===== config.mk =====
export PLATFORM = sky130hd
export DESIGN_NAME = fetch_top
export DESIGN_NICKNAME = d
export VERILOG_FILES = /design/src/source/fetch_pkg.sv /design/src/source/fetch_bus_if.sv /design/src/source/fetch_top.sv /design/src/source/icache.sv /design/src/source/fetch_unit.sv
export VERILOG_INCLUDE_DIRS = /design/src /design/src/include
export SDC_FILE = /design/constraint.sdc
export NUM_CORES = 2
export LEC_CHECK = 0
export BUFFER_PORTS_ARGS = -buffer_cell sky130_fd_sc_hd__buf_2
export CAP_MARGIN = 25
export CORE_ASPECT_RATIO = 2
export CORE_MARGIN = 5
export CORE_UTILIZATION = 40
export CTS_CLUSTER_SIZE = 12
export DETAILED_ROUTE_END_ITERATION = 8
export PLACE_DENSITY = 0.54
export SYNTH_ARGS = -nofsm -noshare
export SYNTH_HDL_FRONTEND = slang
export SYNTH_HIERARCHICAL = 1
export SYNTH_SLANG_ARGS = --single-unit

===== constraint.sdc =====
create_clock -name clock -period 9.9 [get_ports clock]
set_clock_uncertainty 0.2 [all_clocks]
set_input_delay 0.99 -clock clock [delete_from_list [all_inputs] [get_ports clock]]
set_output_delay 0.99 -clock clock [all_outputs]
set_load 0.01 [all_outputs]

===== src/include/fetch_params.svh =====
`ifndef FETCH_PARAMS_SVH
`define FETCH_PARAMS_SVH

// --------------------
// Fetch front end constants
// --------------------

// First instruction address after reset
`define RESET_PC 32'h3000_0000

// Direct-mapped cache geometry
`define ICACHE_LINES 16

// Words per line, also the AXI refill burst length
`define LINE_WORDS 4

`endif

===== src/source/fetch_pkg.sv =====
`default_nettype none

package fetch_pkg;

    typedef logic [31:0] addr_t;
    typedef logic [31:0] inst_t;

    // Address split for the instruction cache
    typedef logic [23:0] tag_t;
    typedef logic [3:0]  index_t;
    typedef logic [1:0]  offset_t;

    typedef enum logic [1:0] {
        fetch_request,
        fetch_wait,
        fetch_deliver
    } fetch_state_t;

    typedef enum logic [1:0] {
        cache_lookup,
        cache_refill_address,
        cache_refill_data,
        cache_respond
    } cache_state_t;

endpackage

`default_nettype wire


===== src/source/fetch_bus_if.sv =====
`default_nettype none

// Request and response path between fetch unit and instruction cache
interface fetch_bus_if
    import fetch_pkg::*;
();

    logic  req_valid;
    logic  req_ready;
    addr_t req_addr;

    // One-cycle pulse, always accepted by the requester
    logic  resp_valid;
    inst_t resp_inst;

    modport requester (
        output req_valid,
        output req_addr,
        input  req_ready,
        input  resp_valid,
        input  resp_inst
    );

    modport responder (
        input  req_valid,
        input  req_addr,
        output req_ready,
        output resp_valid,
        output resp_inst
    );

endinterface

`default_nettype wire


===== src/source/fetch_top.sv =====
`default_nettype none

module fetch_top
    import fetch_pkg::*;
(
    input  logic  clock,
    input  logic  reset,

    // Downstream stage
    output logic  inst_valid,
    input  logic  inst_ready,
    output addr_t pc,
    output inst_t inst,

    // Later stages
    input  logic  redirect_valid,
    input  addr_t redirect_pc,
    input  logic  hold,

    // AXI4 read channels
    output addr_t araddr,
    output logic  arvalid,
    input  logic  arready,
    input  inst_t rdata,
    input  logic  rvalid,
    output logic  rready,
    input  logic  rlast
);

    fetch_bus_if bus ();

    fetch_unit u_fetch_unit (
        .clock          (clock),
        .reset          (reset),
        .redirect_valid (redirect_valid),
        .redirect_pc    (redirect_pc),
        .hold           (hold),
        .inst_valid     (inst_valid),
        .inst_ready     (inst_ready),
        .pc             (pc),
        .inst           (inst),
        .bus            (bus.requester)
    );

    icache u_icache (
        .clock   (clock),
        .reset   (reset),
        .bus     (bus.responder),
        .araddr  (araddr),
        .arvalid (arvalid),
        .arready (arready),
        .rdata   (rdata),
        .rvalid  (rvalid),
        .rready  (rready),
        .rlast   (rlast)
    );

endmodule

`default_nettype wire


===== src/source/icache.sv =====
`default_nettype none

`include "fetch_params.svh"

module icache
    import fetch_pkg::*;
(
    input  logic           clock,
    input  logic           reset,
    fetch_bus_if.responder bus,
    output addr_t          araddr,
    output logic           arvalid,
    input  logic           arready,
    input  inst_t          rdata,
    input  logic           rvalid,
    output logic           rready,
    input  logic           rlast
);

    // Word offset starts above the byte bits
    localparam int unsigned offset_lsb = 2;
    localparam int unsigned index_lsb  = offset_lsb + $bits(offset_t);
    localparam int unsigned tag_lsb    = index_lsb + $bits(index_t);

    cache_state_t              state;
    logic [`ICACHE_LINES-1:0]  valid_bits;
    tag_t                      tag_array [`ICACHE_LINES];
    inst_t                     data_array [`ICACHE_LINES][`LINE_WORDS];

    tag_t    req_tag;
    index_t  req_index;
    offset_t req_offset;
    logic    req_fire;
    logic    req_hit;

    addr_t   addr_q;
    tag_t    q_tag;
    index_t  q_index;
    offset_t q_offset;
    offset_t beat;
    logic    beat_fire;

    // --------------------
    // Address split and hit check
    // --------------------

    assign req_tag    = bus.req_addr[tag_lsb +: $bits(tag_t)];
    assign req_index  = bus.req_addr[index_lsb +: $bits(index_t)];
    assign req_offset = bus.req_addr[offset_lsb +: $bits(offset_t)];

    assign q_tag    = addr_q[tag_lsb +: $bits(tag_t)];
    assign q_index  = addr_q[index_lsb +: $bits(index_t)];
    assign q_offset = addr_q[offset_lsb +: $bits(offset_t)];

    assign bus.req_ready = (state == cache_lookup);
    assign req_fire      = bus.req_valid && bus.req_ready;
    assign req_hit       = valid_bits[req_index] && (tag_array[req_index] == req_tag);

    // --------------------
    // AXI read side
    // --------------------

    // Line-aligned burst start
    assign araddr    = {q_tag, q_index, {($bits(offset_t) + offset_lsb){1'b0}}};
    assign arvalid   = (state == cache_refill_address);
    assign rready    = (state == cache_refill_data);
    assign beat_fire = rvalid && rready;

    // --------------------
    // Control
    // --------------------

    always_ff @(posedge clock or posedge reset) begin
        if (reset) begin
            state          <= cache_lookup;
            valid_bits     <= '0;
            beat           <= '0;
            bus.resp_valid <= 1'b0;
        end else begin
            bus.resp_valid <= 1'b0;
            case (state)
                cache_lookup: begin
                    if (req_fire) begin
                        if (req_hit) begin
                            bus.resp_valid <= 1'b1;
                        end else begin
                            state <= cache_refill_address;
                        end
                    end
                end
                cache_refill_address: begin
                    if (arready) begin
                        beat  <= '0;
                        state <= cache_refill_data;
                    end
                end
                cache_refill_data: begin
                    if (beat_fire) begin
                        beat <= beat + offset_t'(1);
                        if (rlast) begin
                            valid_bits[q_index] <= 1'b1;
                            state               <= cache_respond;
                        end
                    end
                end
                cache_respond: begin
                    // Line is complete, return the word that missed
                    bus.resp_valid <= 1'b1;
                    state          <= cache_lookup;
                end
                default: state <= cache_lookup;
            endcase
        end
    end

    // --------------------
    // Arrays and payload
    // --------------------

    always_ff @(posedge clock) begin
        if (req_fire) begin
            addr_q <= bus.req_addr;
        end
        if (req_fire && req_hit) begin
            bus.resp_inst <= data_array[req_index][req_offset];
        end
        if (state == cache_respond) begin
            bus.resp_inst <= data_array[q_index][q_offset];
        end
        // Beats arrive in order from word 0
        if (beat_fire) begin
            data_array[q_index][beat] <= rdata;
        end
        if (beat_fire && rlast) begin
            tag_array[q_index] <= q_tag;
        end
    end

endmodule

`default_nettype wire


===== src/source/fetch_unit.sv =====
`default_nettype none

`include "fetch_params.svh"

module fetch_unit
    import fetch_pkg::*;
(
    input  logic           clock,
    input  logic           reset,
    input  logic           redirect_valid,
    input  addr_t          redirect_pc,
    input  logic           hold,
    output logic           inst_valid,
    input  logic           inst_ready,
    output addr_t          pc,
    output inst_t          inst,
    fetch_bus_if.requester bus
);

    fetch_state_t state;
    logic         handshake;
    logic         redirect_pending;
    logic         hold_pending;
    addr_t        redirect_target;
    addr_t        next_pc;

    assign inst_valid   = (state == fetch_deliver);
    assign handshake    = inst_valid && inst_ready;
    assign bus.req_addr = pc;

    // --------------------
    // Next pc selection
    // --------------------

    // Hold beats any redirect, a latched redirect beats a fresh one
    always_comb begin
        if (hold || hold_pending) begin
            next_pc = pc;
        end else if (redirect_pending) begin
            next_pc = redirect_target;
        end else if (redirect_valid) begin
            next_pc = redirect_pc;
        end else begin
            next_pc = pc + 32'd4;
        end
    end

    // Keep the first redirect or hold seen before delivery
    always_ff @(posedge clock or posedge reset) begin
        if (reset) begin
            redirect_pending <= 1'b0;
            hold_pending     <= 1'b0;
        end else if (handshake) begin
            redirect_pending <= 1'b0;
            hold_pending     <= 1'b0;
        end else if (!redirect_pending && !hold_pending) begin
            redirect_pending <= redirect_valid;
            hold_pending     <= hold;
        end
    end

    always_ff @(posedge clock) begin
        if (!handshake && !redirect_pending && !hold_pending) begin
            redirect_target <= redirect_pc;
        end
    end

    // --------------------
    // Fetch sequencing
    // --------------------

    always_ff @(posedge clock or posedge reset) begin
        if (reset) begin
            state         <= fetch_request;
            bus.req_valid <= 1'b0;
            pc            <= `RESET_PC;
        end else begin
            case (state)
                fetch_request: begin
                    // Also raises the very first request after reset
                    bus.req_valid <= 1'b1;
                    if (bus.req_valid && bus.req_ready) begin
                        bus.req_valid <= 1'b0;
                        state         <= fetch_wait;
                    end
                end
                fetch_wait: begin
                    if (bus.resp_valid) begin
                        state <= fetch_deliver;
                    end
                end
                fetch_deliver: begin
                    if (inst_ready) begin
                        pc            <= next_pc;
                        bus.req_valid <= 1'b1;
                        state         <= fetch_request;
                    end
                end
                default: state <= fetch_request;
            endcase
        end
    end

    // Instruction word held stable until taken downstream
    always_ff @(posedge clock) begin
        if (state == fetch_wait && bus.resp_valid) begin
            inst <= bus.resp_inst;
        end
    end

endmodule

`default_nettype wire


# After elaboration in Yosys (flattened, before gate mapping)
# Memory sizes are Yosys's and may differ from the RTL's. A register that Yosys moved wholly into a read port is not among the register bits.
# Cells that the tools add are included.
# totals
ff_bits	186
ram_bits	2432
in_bits	72
word_cells	115
memories	2
# mem_list
name	words	word_bits	rd	rd_ports_with_merged_regs	wr	line_no	text
u_icache.data_array	16	128	2	1	1	icache.sv:28	inst_t data_array [`ICACHE_LINES][`LINE_WORDS];
u_icache.tag_array	16	24	1	0	1	icache.sv:27	tag_t tag_array [`ICACHE_LINES];
# classes
n_addsub	2
order_cmp	7
n_eq_ne	14
n_mux	44
bitwise	5
reduce_logical	28
# op_table
op	count
$mux W32	9
$bmux W32 S2	2
$mux W128	1
$demux W32 S2	1
$add A32 B3 Y32 const B	1
$eq A24 B24 Y1	1
$mux W2	10
$or A16 B16 Y16	1
$mux W1	13
$logic_and A1 B1 Y1	12
$reduce_and A3 Y1	4
$lt A4 B5 Y1 const B	2
$ne A2 B2 Y1 const B	5
$ge A3 B3 Y1 const B	3
$not A2 Y3	3
$pmux W2 S4	1
$reduce_bool A2 Y1	4
$eq A2 B2 Y1 const B	3
$ne A2 B1 Y1 const B	3
$pmux W2 S3	1
$reduce_and A5 Y1	1
$bmux W1 S4	1
$demux W1 S4	1
$eq A2 B1 Y1 const B	2
11 further kinds	15

# Longest topological paths before layout
# depth
depth_word	6
depth_mapped	12
ltp_nobuf	8

# Cells and area by module
# Netlist, hierarchy kept.
# modules_own_cells
mod	instances	cells_each	area_per_inst_um2	seq_area_each_um2
icache	1	4796	112177.6	75497.4
fetch_unit	1	440	4968.5	2850.2

# Worst setup path after synthesis
# No wires, ideal clock.
# synth_timing
path_type	reg2reg
startpoint	register u_fetch_unit.pc[4] (netlist: u_fetch_unit/bus.req_addr[4])
endpoint	register u_icache.bus.resp_inst[0], enable pin
setup_time_ns	0.472
arrival_time_ns	4.976
path_slack_ns	4.253
path_stages_with_launch	12
n_path_buf	5
period_less_slack_ns	5.647
path_cell_list	dfrtp_1 buf_6 buf_12 buf_6 buf_2 buf_2 mux2i_1 nor2_1 o31ai_1 nand2_1 or4_1 o31ai_1
# synth_via
elab_chain_cells	5
# synth_rtl
element	line_no	text
start: declaration	fetch_unit.sv:15	output addr_t pc,
start signal: assignment	fetch_unit.sv:76	pc <= `RESET_PC;
start signal: assignment	fetch_unit.sv:94	pc <= next_pc;
$mem_v2 Z16 W24 / $bmux W1 S4 (equally long branches)	--	
$eq A24 B24 Y1 / $mux W1 (equally long branches)	icache.sv:57	assign req_hit = valid_bits[req_index] && (tag_array[req_index] == req_tag);
$logic_and A1 B1 Y1 (*)	icache.sv:57	
$logic_and A1 B1 Y1 (*)	icache.sv:124	if (req_fire && req_hit) begin
$reduce_bool A2 Y1 (no source line) (*)	--	
end signal: assignment	icache.sv:125	bus.resp_inst <= data_array[req_index][req_offset];
end signal: assignment	icache.sv:128	bus.resp_inst <= data_array[q_index][q_offset];
end: declaration	fetch_bus_if.sv:29	output resp_inst
# Mark *: on every way between the ends. The rest lies on a longest branch, timed or not. The select of a mux whose other input is x is not followed.
# A chain may end at the register's enable or synchronous reset.

# Final worst setup path
# layout_timing
startpoint	register u_fetch_unit.pc[5] (netlist: u_fetch_unit/bus.req_addr[5])
endpoint	register u_icache.bus.resp_inst[11], enable pin
# The elaborated chain is that of the path after synthesis.

==> flow_summary.yaml <==
outcome:
  status: "complete, no violations"
sta:
  finalHoldViolCount: 0
  fin_tns_setup_ns: 0
  slew_viol_final: 0
  worstMarginPinSlew_ns: 1.167
  fin_crit_sh_pct: 61.22
  rsz0062_at_grt: "no"
  fin_ws_ns: 3.840
  setup_viol_count_final: 0
  maxSlewHeadroom_pct: 22.20
  final.min_clock_period_ns: 6.060
  max_freq_ghz: 0.1650
setup_path:
  r2r-start: "u_fetch_unit/bus.req_addr[5]$_DFFE_PP0P_"
  cp_max_fo: 96
  arrival_ns: 6.33
  start_kind: "flip-flop"
  cp-end-kind: "flip-flop"
  worstPathRequired_ns: 10.17
  worst-setup-path-type: "reg -> reg"
  rrSetupSlack_ns: 3.84
  r2r_cells: 10
  rr_endpoint: "u_icache/bus.resp_inst[11]$_DFFE_PP_"
cells_and_area:
  multi_input_area_um2: 37310
  final_area_um2: 131300
  nFillCells: 24280
  syn2layout_area_growth_pct: 12.07
  final_common_cell: "edfxtp_1"
  drive_gt1_share_pct: 40.77
  layout.cells.non_filler: 9389
  final_nets: 5544
  final_cell_mix: "edfxtp_1 (2558), mux4_2 (1430), clkbuf_16 (272)"
  seqCellArea_um2: 78390
clock_network:
  cts_resized: 0
  clock_path_buffers: 4
  insertion_delay_ns: 0.90
  cts_tree: "built"
  cts_root_buf: "clkbuf_16"
  path_clk_slew_ns: 0.06
  cts.sinks: 2620
  cts_buffers: 267
  h-tree-depth: 5
synth:
  synth_cell_types: 75
  ys_seq_area_share_pct: 66.88
  ys_warn_count: 6
  syn_inst: 5236
  ys_ff_latch: 2620
  ys.flop_type: "edfxtp_1"
  syn_area_per_cell_um2: 22.37
  async_reset_ff_share_pct: 2.214
  synth_edf_count: 2558
  syn-cell-area_um2: 117100
global_route:
  grt_max_degree: 138
  grt_overflow: 0
  antenna_found_initial: 23
  grt_pass1_wl_um: 545000
  grt_pass1_vias: 65280
  track_usage_pct: 26.29
pwr:
  finalPower_w: 0.03311
  power-per-cell-area_nw_per_um2: 252.2
  p_leak_nw: 40.12
  ir_worst_vdd_v: 0.0001938
place:
  gp_congestion: 0.8033
  dp_hpwl_um: 218500
  placed_area_um2: 123300
  post-place-cells: 8987
  io_buffer_count: 166
  post-place-ws_ns: 3.940
die:
  coreArea_um2: 292200
  io_pins: 171
  die_h_um: 775.3
  dieWidth_um: 392.7
  rows: 281
  initial_core_util_pct: 40.10
  die_area_um2: 304400
routing:
  route.detailed.drc: 0
  drtPass1Iterations: 7
  wl_per_cell_um: 42.61
  dr_total_vias: 61090
  drt_iter0_markers: 7138
  antenna_left: 0
  drt-total-wl_um: 400100
  vias_per_cell: 6.506
worst_hold_path:
  hp-start: "redirect_pc[14]"
  hold_end: "u_fetch_unit/redirect_target[14]$_DFFE_PP_"
  whs_path_depth: 1
  hold_path_class: "in -> reg"
job:
  maxCapViolations: 0
## worst max-delay path: stages, from the launching register on
cell	delay (ns)
dfrtp_4	0.77
buf_12	0.51
buf_4	0.60
mux4_2	0.38
o22ai_1	0.25
or3_1	0.16
o311ai_0	0.18
nor4_1	0.37
o2111ai_1	0.47
o31ai_4	0.60
buf_4	0.81
## cells in the mapped netlist (17+ instances only)
cell type / instances / area share, %
a21oi_1: 30 / 0.13
a22oi_1: 19 / 0.12
buf_1: 95 / 0.30
buf_2: 64 / 0.27
buf_4: 73 / 0.47
clkbuf_1: 199 / 0.64
dfrtp_1: 56 / 1.2
edfxtp_1: 2558 / 66
inv_1: 26 / 0.083
mux2i_1: 67 / 0.57
mux4_2: 1430 / 27
nand2_1: 131 / 0.42
nand3_1: 37 / 0.16
nand4_1: 17 / 0.091
nor2_1: 119 / 0.38
o21ai_0: 50 / 0.21
or2_2: 19 / 0.10
xnor2_1: 21 / 0.16
## worst max path at each step
stage,from,depth (start not counted),to
after detailed placement,u_fetch_unit/bus.req_addr[5]$_DFFE_PP0P_,10,u_icache/bus.resp_inst[24]$_DFFE_PP_
after floorplan,u_fetch_unit/bus.req_addr[4]$_DFFE_PP0P_,11,u_icache/bus.resp_inst[0]$_DFFE_PP_
after CTS,u_fetch_unit/bus.req_addr[5]$_DFFE_PP0P_,10,u_icache/bus.resp_inst[11]$_DFFE_PP_
after global routing,u_fetch_unit/bus.req_addr[4]$_DFFE_PP0P_,10,u_icache/bus.resp_inst[11]$_DFFE_PP_
final,u_fetch_unit/bus.req_addr[5]$_DFFE_PP0P_,10,u_icache/bus.resp_inst[11]$_DFFE_PP_
after global placement,u_fetch_unit/bus.req_addr[5]$_DFFE_PP0P_,10,u_icache/bus.resp_inst[24]$_DFFE_PP_
## registers in the layout (all words and copies together) (netlist names), 2 cells and up, named ones only
name	flops
u_icache/data_array	2048
u_icache/tag_array	384
u_fetch_unit/bus.req_addr	32
u_fetch_unit/inst	32
u_fetch_unit/redirect_target	32
u_icache/bus.resp_inst	32
u_icache/addr_q	30
u_icache/valid_bits	16
u_fetch_unit/state	2
u_icache/beat	2
u_icache/state	2
## timing repair
action,CTS,global route
hold buffers,0,1
endpoints found under the hold margin,0,21
setup buffers,0,0
## area by class of cell
class	instances	area share, %
antenna	14	0.02668
clock buffer	321	5.347
sequential	2620	59.71
multi-input combinational	2156	28.42
inverter	27	0.07815
tap	3820	3.641
clock inverter	40	0.2830
timing repair buffer	391	2.497
## layer usage
metal / up-vias / share of wire, % / global-route usage, %
met3: 869 / 5.8 / 3.653
met1: 34090 / 34 / 30.72
li1: 23370 / - / -
met4: 6 / 6.7 / 14.18
met5: - / 0.0095 / 0
met2: 2752 / 53 / 46.81
## metrics by stage
stage          util, %  hold slack [ns]
2_1_floorplan        -           0.2003
3_3_place_gp     42.11           0.2184
3_5_place_dp     42.20           0.2128
4_1_cts          44.73          0.01299
5_1_grt          44.93          0.08238
6_report         44.94           0.1133
## kinds of logic (layout without fill, tap and decap cells)
| kind of cell | count (synthesis) | in the layout | share of synthesized area [%] |
|---|---|---|---|
| compound gates | 194 | 194 | 1.108 |
| xor+xnor | 26 | 26 | 0.1944 |
| fa+ha+maj | 9 | 9 | 0.09613 |
| buf+inv | 463 | 779 | 1.825 |
| flops | 2620 | 2620 | 66.88 |
| mux | 1511 | 1511 | 28.20 |
| other cells | 1 | 18 | 0.003201 |
| simple gates | 412 | 412 | 1.694 |
## report_power, final
group	total (W)	internal [W]	switching [W]
Clock	0.00928	0.00502	0.00426
Sequential	0.0135	0.0128	0.000704
Combinational	0.0103	0.00495	0.00537
Total	0.0331	0.0228	0.0103
No activity file was read; power rests on OpenSTA's default activity.
